$ cat src/rtl/sdiPkg.sv
package sdiPkg;

    typedef logic [17:0] sampleT;        // Raw converter sample.
    typedef logic [15:0] symbolT;        // Upper 16 bits of a sample.
    typedef logic [7:0]  uartByteT;
    typedef logic [15:0] baudDivT;

    typedef struct packed {
        symbolT i;                       // Sent first.
        symbolT q;
    } symbolPairT;

    // Neighbouring states differ in one bit.
    typedef enum logic [3:0] {
        stIdle      = 4'b0000,
        stIHighSend = 4'b0001,
        stIHighWait = 4'b0011,
        stILowSend  = 4'b0010,
        stILowWait  = 4'b0110,
        stQHighSend = 4'b0111,
        stQHighWait = 4'b0101,
        stQLowSend  = 4'b0100,
        stQLowWait  = 4'b1100
    } serialStateT;

endpackage

$ cat src/rtl/sdiRegPkg.sv
package sdiRegPkg;

    //////////////////////////////////////////////////////////////////////
    // Register map
    //////////////////////////////////////////////////////////////////////

    localparam logic [11:0] controlAddr = 12'h000;
    localparam logic [11:0] statusAddr  = 12'h004;
    localparam logic [11:0] baudAddr    = 12'h008;

    //////////////////////////////////////////////////////////////////////
    // Field positions
    //////////////////////////////////////////////////////////////////////

    localparam int controlArmBit      = 0;
    localparam int statusEmptyBit     = 0;
    localparam int statusCapturingBit = 1;

    localparam logic [31:0] unmappedReadValue = 32'h0000_0000;

endpackage

$ cat src/rtl/symbolFifoIf.sv
`timescale 1ns/100ps

interface symbolFifoIf;

    logic               empty;
    logic               full;
    sdiPkg::symbolPairT head;           // Front entry, show-ahead.
    logic               readEn;         // One-cycle pop.

    modport writer (
        output empty,
        output full,
        output head,
        input  readEn
    );

    modport reader (
        input  empty,
        input  head,
        output readEn
    );

endinterface

$ cat src/rtl/baudTimer.sv
`timescale 1ns/100ps

module baudTimer (
    input  logic            clk,
    input  logic            fifoDone,
    input  sdiPkg::baudDivT baudDiv,
    output logic            baudTick
);

    sdiPkg::baudDivT count;

    // Tick period is baudDiv + 1 clocks.
    always_ff @(posedge clk or posedge fifoDone) begin
        if (fifoDone) begin
            count    <= '0;
            baudTick <= 1'b0;
        end else if (count == '0) begin
            count    <= baudDiv;                // Reload.
            baudTick <= 1'b1;
        end else begin
            count    <= count - 1'b1;
            baudTick <= 1'b0;
        end
    end

endmodule

$ cat src/rtl/byteSerializer.sv
`timescale 1ns/100ps

module byteSerializer (
    input  logic             clk,
    input  logic             fifoDone,
    input  logic             captureEn,
    symbolFifoIf.reader      link,
    input  logic             byteNeeded,
    output sdiPkg::uartByteT byteData,
    output logic             byteAvailable
);

    sdiPkg::serialStateT state;

    // Each byte is held until byteNeeded falls and rises again.
    always_ff @(posedge clk or posedge fifoDone) begin
        if (fifoDone) begin
            state         <= sdiPkg::stIdle;
            byteAvailable <= 1'b0;
            byteData      <= '0;
            link.readEn   <= 1'b0;
        end else begin
            link.readEn   <= 1'b0;
            byteAvailable <= 1'b0;                      // Offered for one clock.
            case (state)
                sdiPkg::stIdle: begin
                    if (!captureEn && !link.empty && byteNeeded) begin
                        state         <= sdiPkg::stIHighSend;
                        byteAvailable <= 1'b1;
                        byteData      <= link.head.i[15:8];
                    end
                end
                sdiPkg::stIHighSend: begin
                    if (!byteNeeded) state <= sdiPkg::stIHighWait;
                end
                sdiPkg::stIHighWait: begin
                    if (byteNeeded) begin
                        state         <= sdiPkg::stILowSend;
                        byteAvailable <= 1'b1;
                        byteData      <= link.head.i[7:0];
                    end
                end
                sdiPkg::stILowSend: begin
                    if (!byteNeeded) state <= sdiPkg::stILowWait;
                end
                sdiPkg::stILowWait: begin
                    if (byteNeeded) begin
                        state         <= sdiPkg::stQHighSend;
                        byteAvailable <= 1'b1;
                        byteData      <= link.head.q[15:8];
                    end
                end
                sdiPkg::stQHighSend: begin
                    if (!byteNeeded) state <= sdiPkg::stQHighWait;
                end
                sdiPkg::stQHighWait: begin
                    if (byteNeeded) begin
                        state         <= sdiPkg::stQLowSend;
                        byteAvailable <= 1'b1;
                        byteData      <= link.head.q[7:0];
                        link.readEn   <= 1'b1;          // Pop with the last byte.
                    end
                end
                sdiPkg::stQLowSend: begin
                    if (!byteNeeded) state <= sdiPkg::stQLowWait;
                end
                sdiPkg::stQLowWait: begin
                    if (link.empty) begin
                        state <= sdiPkg::stIdle;
                    end else if (byteNeeded) begin
                        state         <= sdiPkg::stIHighSend;
                        byteAvailable <= 1'b1;
                        byteData      <= link.head.i[15:8];
                    end
                end
                default: begin
                    state <= sdiPkg::stIdle;
                end
            endcase
        end
    end

endmodule

$ cat src/rtl/sdiRegs.sv
`timescale 1ns/100ps

module sdiRegs (
    input  logic            clk,
    input  logic            fifoDone,
    input  logic [11:0]     addr,
    input  logic [31:0]     dataIn,
    input  logic [3:0]      byteWrite,
    input  logic            full,
    input  logic            empty,
    output logic [31:0]     dataOut,
    output sdiPkg::baudDivT baudDiv,
    output logic            captureEn
);

    logic captureArm;
    logic armDelay;

    always_ff @(posedge clk or posedge fifoDone) begin
        if (fifoDone) begin
            baudDiv    <= '0;
            captureArm <= 1'b0;
            armDelay   <= 1'b0;
            captureEn  <= 1'b0;
        end else begin
            if (addr == sdiRegPkg::baudAddr) begin
                if (byteWrite[0]) baudDiv[7:0]  <= dataIn[7:0];
                if (byteWrite[1]) baudDiv[15:8] <= dataIn[15:8];
            end
            if (full) begin
                captureArm <= 1'b0;                     // Stops on a full FIFO.
            end else if (addr == sdiRegPkg::controlAddr && byteWrite[0]) begin
                captureArm <= dataIn[sdiRegPkg::controlArmBit];
            end
            armDelay  <= captureArm && !full;
            captureEn <= armDelay && !full;
        end
    end

    always_comb begin
        dataOut = sdiRegPkg::unmappedReadValue;
        case (addr)
            sdiRegPkg::statusAddr: begin
                dataOut = '0;
                dataOut[sdiRegPkg::statusEmptyBit]     = empty;
                dataOut[sdiRegPkg::statusCapturingBit] = captureArm || captureEn;
            end
            sdiRegPkg::baudAddr: dataOut = {16'h0000, baudDiv};
            default:             dataOut = sdiRegPkg::unmappedReadValue;
        endcase
    end

endmodule

$ cat src/rtl/sdiTop.sv
`timescale 1ns/100ps

module sdiTop #(
    parameter int fifoDepth = 16
) (
    input  logic           clk,
    input  logic           fifoDone,
    input  logic [11:0]    addr,
    input  logic [31:0]    dataIn,
    input  logic [3:0]     byteWrite,
    input  logic           symEn,
    input  sdiPkg::sampleT iSample,
    input  sdiPkg::sampleT qSample,
    output logic [31:0]    dataOut,
    output logic           serialOut
);

    sdiPkg::baudDivT    baudDiv;
    sdiPkg::symbolPairT symbolPair;
    sdiPkg::uartByteT   byteData;
    logic               captureEn;
    logic               byteAvailable;
    logic               byteNeeded;
    logic               baudTick;

    symbolFifoIf fifoLink ();

    assign symbolPair = {iSample[17:2], qSample[17:2]};     // Keep upper 16 bits.

    sdiRegs i_sdiRegs (
        .clk(clk), .fifoDone(fifoDone),
        .addr(addr), .dataIn(dataIn), .byteWrite(byteWrite),
        .full(fifoLink.full), .empty(fifoLink.empty),
        .dataOut(dataOut), .baudDiv(baudDiv), .captureEn(captureEn)
    );

    symbolFifo #(.fifoDepth(fifoDepth)) i_symbolFifo (
        .clk(clk), .fifoDone(fifoDone),
        .writeEn(symEn && captureEn), .din(symbolPair),
        .link(fifoLink.writer)
    );

    byteSerializer i_byteSerializer (
        .clk(clk), .fifoDone(fifoDone), .captureEn(captureEn),
        .link(fifoLink.reader), .byteNeeded(byteNeeded),
        .byteData(byteData), .byteAvailable(byteAvailable)
    );

    baudTimer i_baudTimer (
        .clk(clk), .fifoDone(fifoDone), .baudDiv(baudDiv), .baudTick(baudTick)
    );

    uartTx i_uartTx (
        .clk(clk), .fifoDone(fifoDone), .baudTick(baudTick),
        .byteData(byteData), .byteAvailable(byteAvailable),
        .byteNeeded(byteNeeded), .serialOut(serialOut)
    );

endmodule

$ cat src/rtl/symbolFifo.sv
`timescale 1ns/100ps

module symbolFifo #(
    parameter int fifoDepth = 16
) (
    input  logic               clk,
    input  logic               fifoDone,
    input  logic               writeEn,
    input  sdiPkg::symbolPairT din,
    symbolFifoIf.writer        link
);

    localparam int addrWidth = $clog2(fifoDepth);

    sdiPkg::symbolPairT mem [fifoDepth];

    logic [addrWidth:0] wrPtr;                  // Extra bit tells full from empty.
    logic [addrWidth:0] rdPtr;
    logic               doWrite;
    logic               doRead;

    assign link.empty = (wrPtr == rdPtr);
    assign link.full  = (wrPtr[addrWidth-1:0] == rdPtr[addrWidth-1:0]) &&
                        (wrPtr[addrWidth] != rdPtr[addrWidth]);
    assign link.head  = mem[rdPtr[addrWidth-1:0]];

    assign doWrite = writeEn && !link.full;     // Extra symbols are dropped.
    assign doRead  = link.readEn && !link.empty;

    //////////////////////////////////////////////////////////////////////
    // Pointers
    //////////////////////////////////////////////////////////////////////

    always_ff @(posedge clk or posedge fifoDone) begin
        if (fifoDone) begin
            wrPtr <= '0;
            rdPtr <= '0;
        end else begin
            if (doWrite) wrPtr <= wrPtr + 1'b1;
            if (doRead)  rdPtr <= rdPtr + 1'b1;
        end
    end

    //////////////////////////////////////////////////////////////////////
    // Storage
    //////////////////////////////////////////////////////////////////////

    always_ff @(posedge clk) begin
        if (doWrite) begin
            mem[wrPtr[addrWidth-1:0]] <= din;
        end
    end

endmodule

$ cat src/rtl/uartTx.sv
`timescale 1ns/100ps

module uartTx (
    input  logic             clk,
    input  logic             fifoDone,
    input  logic             baudTick,
    input  sdiPkg::uartByteT byteData,
    input  logic             byteAvailable,
    output logic             byteNeeded,
    output logic             serialOut
);

    logic [9:0] frame;                          // Stop, data, start.
    logic [3:0] bitCount;

    // Eleventh tick closes the stop bit.
    assign byteNeeded = (bitCount == 4'd0);

    always_ff @(posedge clk or posedge fifoDone) begin
        if (fifoDone) begin
            frame     <= '1;
            bitCount  <= '0;
            serialOut <= 1'b1;                  // Line idles high.
        end else if (byteNeeded) begin
            if (byteAvailable) begin
                frame    <= {1'b1, byteData, 1'b0};
                bitCount <= 4'd11;
            end
        end else if (baudTick) begin
            serialOut <= frame[0];
            frame     <= {1'b1, frame[9:1]};
            bitCount  <= bitCount - 1'b1;
        end
    end

endmodule

$ cat config.mk
export PLATFORM = sky130hd
export DESIGN_NAME = sdiTop
export DESIGN_NICKNAME = d
export VERILOG_FILES = /design/src/rtl/sdiPkg.sv /design/src/rtl/sdiRegPkg.sv /design/src/rtl/symbolFifoIf.sv /design/src/rtl/baudTimer.sv /design/src/rtl/byteSerializer.sv /design/src/rtl/sdiRegs.sv /design/src/rtl/sdiTop.sv /design/src/rtl/symbolFifo.sv /design/src/rtl/uartTx.sv
export SDC_FILE = /design/constraint.sdc
export NUM_CORES = 1
export LEC_CHECK = 0
export BUFFER_PORTS_ARGS = -buffer_cell sky130_fd_sc_hd__clkbuf_2
export CAP_MARGIN = 20
export CORE_ASPECT_RATIO = 0.9
export CORE_MARGIN = 4
export CORE_UTILIZATION = 44
export DETAILED_ROUTE_END_ITERATION = 12
export HOLD_SLACK_MARGIN = 0.02
export PLACE_DENSITY_LB_ADDON = 0.3
export SLEW_MARGIN = 20
export SYNTH_ARGS = -nofsm -noshare
export SYNTH_HDL_FRONTEND = slang
export SYNTH_HIERARCHICAL = 1
export SYNTH_SLANG_ARGS = --single-unit
export TNS_END_PERCENT = 50
$ cat constraint.sdc
create_clock -name clk -period 9.6 [get_ports clk]
set_input_delay 2.88 -clock clk [delete_from_list [all_inputs] [get_ports clk]]
set_output_delay 2.88 -clock clk [all_outputs]
set_load 0.005 [all_outputs]
==> reports/qor.txt <==
Routed WL: 49,700 µm
R2r worst-path depth: 8
Top post-synthesis cells by count: edfxtp_1 (512), mux4_2 (103), o22ai_1 (65)
GRT Residual Overflow: 0
Placed cell area: 24,600 µm²
Critical Setup Path Class: primary input to output pin
Worst-path cell chain: clkbuf_2, or4_1, nor4b_2, and2_1, clkbuf_2
DRT iter0 DRCs: 1,101
Boundary pin count: 120
Most used cell, CP: clkbuf_2
Die Y-Extent: 228 µm
Peak supply drop: 0.177 mV
R2R setup slack: 5280 ps
# DRC: 0
Most frequent cell after synthesis: edfxtp_1
Register bit total from synthesis: 586
Final Max Tran Viols: 0
Area growth from synthesis to layout: 12.4%
Mapped Cells: 1,199
Post-DRT Antenna Nets: 0
Pwr Density: 211 nW/µm²
Fin cells: 2,042
DR pass1 iterations: 7
Vias in the first global route: 11,700
Core area: 53,000 µm²
First-pass GRT wire length: 74,800 µm
Post-CTS Resized: 0
Synth warn: 6
Crit-path max FO: 14
Main flop type after synthesis: edfxtp_1
Post-route setup slack: 1850 ps
Worst Setup End Kind: output pin
Die area: 57,300 µm²
Clk Latency, worst-skew pair: 620 ps
Syn_area_per_cell: 19.6 µm²
Maxcap violations: 0
# clock sinks: 586
Critical Path Start Type: primary input
Worst slack at placement: 1810 ps
Reg area: 17,300 µm²
Top-area cell type share of the netlist area: 65.3%
Max-Slew Margin vs Limit: 35.3%
PortBufs: 81
R2R Path End: i_byteSerializer/byteData[6]
Reg2reg start: i_symbolFifo/rdPtr[1]
Final HPWL from detailed placement: 27,100 µm
GPL Wtd Cong: 0.773
Htree depth: 2
Largest cells by area after synthesis: edfxtp_1 (65%), mux4_2 (9.8%), dfrtp_1 (6.8%), mux4_1 (2.8%), o22ai_1 (1.7%)
Width of the chip: 252 µm
Routed via count: 11,600
Slowest CP cell: nor4b_2
# rows: 80
Final Hold Vio Count: 0
Slew of the pin with the lowest slew margin: 967 ps
Final nets: 1,396
Crit-path max cell delay: 890 ps
Sequential-to-total area share from yosys stat: 73.2%
CTS Hold Bufs: 0
Status: complete, no violations
Yosys top cell by area: edfxtp_1
Antenna diode count: 0
Worst Hold Path EP: i_sdiRegs/captureEn
CTS buffer count: 56
Clk_skew: 17.5 ps
Hold wc startpoint: i_sdiRegs/armDelay
Initial antenna violation count: 4
Fmax: 0.129 GHz
Multi-input logic area: 5810 µm²
Synth cell types: 72
Async SR Flop Fraction: 12.6%
Tmin final: 7750 ps
RSZ-0062 raised after global routing: false
Worst hold path type: register to register
Clock root cell: clkbuf_16
Layout cells sized above 1: 27.9%
Final setup violation count: 0
Req. time, crit path: 6720 ps
Clk buf depth: 3
Setup TNS: 0 ps
Mapped Area: 23,600 µm²
Pleak: 8.76 nW
Vias per cell: 5.70
Design area: 26,500 µm²
Post-synth EDFFs: 512
Fillers: 4,240
Clock transition at the registers of the reported paths: 60 ps
Post-DR wirelength/cell: 24.4 µm
CTS tree: built
Worst EP arrival: 4870 ps
Period utilization: 80.7%
Hold path depth: 1
Largest net degree at the start of global routing: 53
Starting Density: 44.5%
Tot GR Track Use: 17.4%
Postcts setup bufs: 0
Placed insts: 1,939
Hold slack: 468 ps
==> final cells by class <==
cell class,count,area share [%]
Sequential cell,586,65.1
Multi-Input combinational cell,522,21.9
Clock buffer,64,5.40
Tap cell,697,3.29
Timing Repair Buffer,108,2.30
Clock inverter,39,1.55
Inverter,26,0.368
==> through the flow <==
stage	total power, mW	utilization, %
after floorplan	3.30	-
after detailed placement	3.43	46.5
after CTS	5.63	50.0
after global routing	5.81	50.0
after global placement	3.41	46.5
final	5.59	50.0
==> layer usage <==
layer | track usage, % | part of all wire [%] | up-vias
met5 | 0 | 0.054 | -
met4 | 4.18 | 1.9 | 4
met3 | 3.12 | 8.0 | 68
met2 | 28.1 | 48 | 413
met1 | 25.1 | 42 | 6081
li1 | - | - | 5078
==> registers in the layout (all words and copies together), names as in the netlist, 4 cells and up <==
signal                     count
i_symbolFifo/mem             512
i_byteSerializer/state         4
i_sdiRegs/baudDiv             16
i_symbolFifo/wrPtr             5
i_symbolFifo/rdPtr             5
i_baudTimer/count             16
i_byteSerializer/byteData      8
i_uartTx/bitCount              4
i_uartTx/frame                 9
==> worst max path at each step <==
stage | end | start | depth (start not counted) | slack [ps]
floorplan | dataOut[10] | addr[9] | 5 | 2440
global placement | dataOut[11] | addr[1] | 5 | 1870
detailed placement | dataOut[8] | addr[1] | 5 | 1810
CTS | dataOut[8] | addr[1] | 5 | 1810
global route | dataOut[13] | addr[1] | 5 | 1650
finish | dataOut[15] | addr[1] | 5 | 1850
==> cell usage in the layout (no fill, tap or decap), types with 10 or more instances in the layout <==
cell and instances:
a21oi_1 17, and2_1 23, buf_4 27, clkbuf_16 56
clkbuf_2 81, clkinv_2 17, conb_1 16, dfrtp_1 61
dfstp_2 10, edfxtp_1 512, inv_1 26, mux2_2 26
mux4_1 25, mux4_2 103, nand2_1 14, nor2_1 57
nor3_2 10, o21ai_0 14, o22ai_1 65, xnor2_1 20
==> power breakdown <==
| part | internal (mW) | switching [mW] |
|---|---|---|
| registers | 2.86 | 0.0874 |
| clock network | 1.26 | 0.943 |
| logic | 0.208 | 0.227 |
==> critical path, delay by kind of cell <==
| kind | cells | cell delay, ps |
|---|---|---|
| AND/OR/NAND/NOR | 3 | 1810 |
| buffers and inverters | 2 | 190 |
==> logic make-up (layout without fill, tap and decap cells) <==
family	count (synthesis)	count (layout)	share of synthesized area, %
AO/OA/AOI/OAI	138	138	4.02
multiplexers	161	161	14.2
flip-flops	586	586	73.2
AND/OR/NAND/NOR	173	173	4.24
adder cells (fa/ha/maj)	9	9	0.478
other	1	16	0.0159
buffers and inverters	106	237	2.85
XOR/XNOR	25	25	0.993
Note: power is estimated with default switching activity, not from simulation.
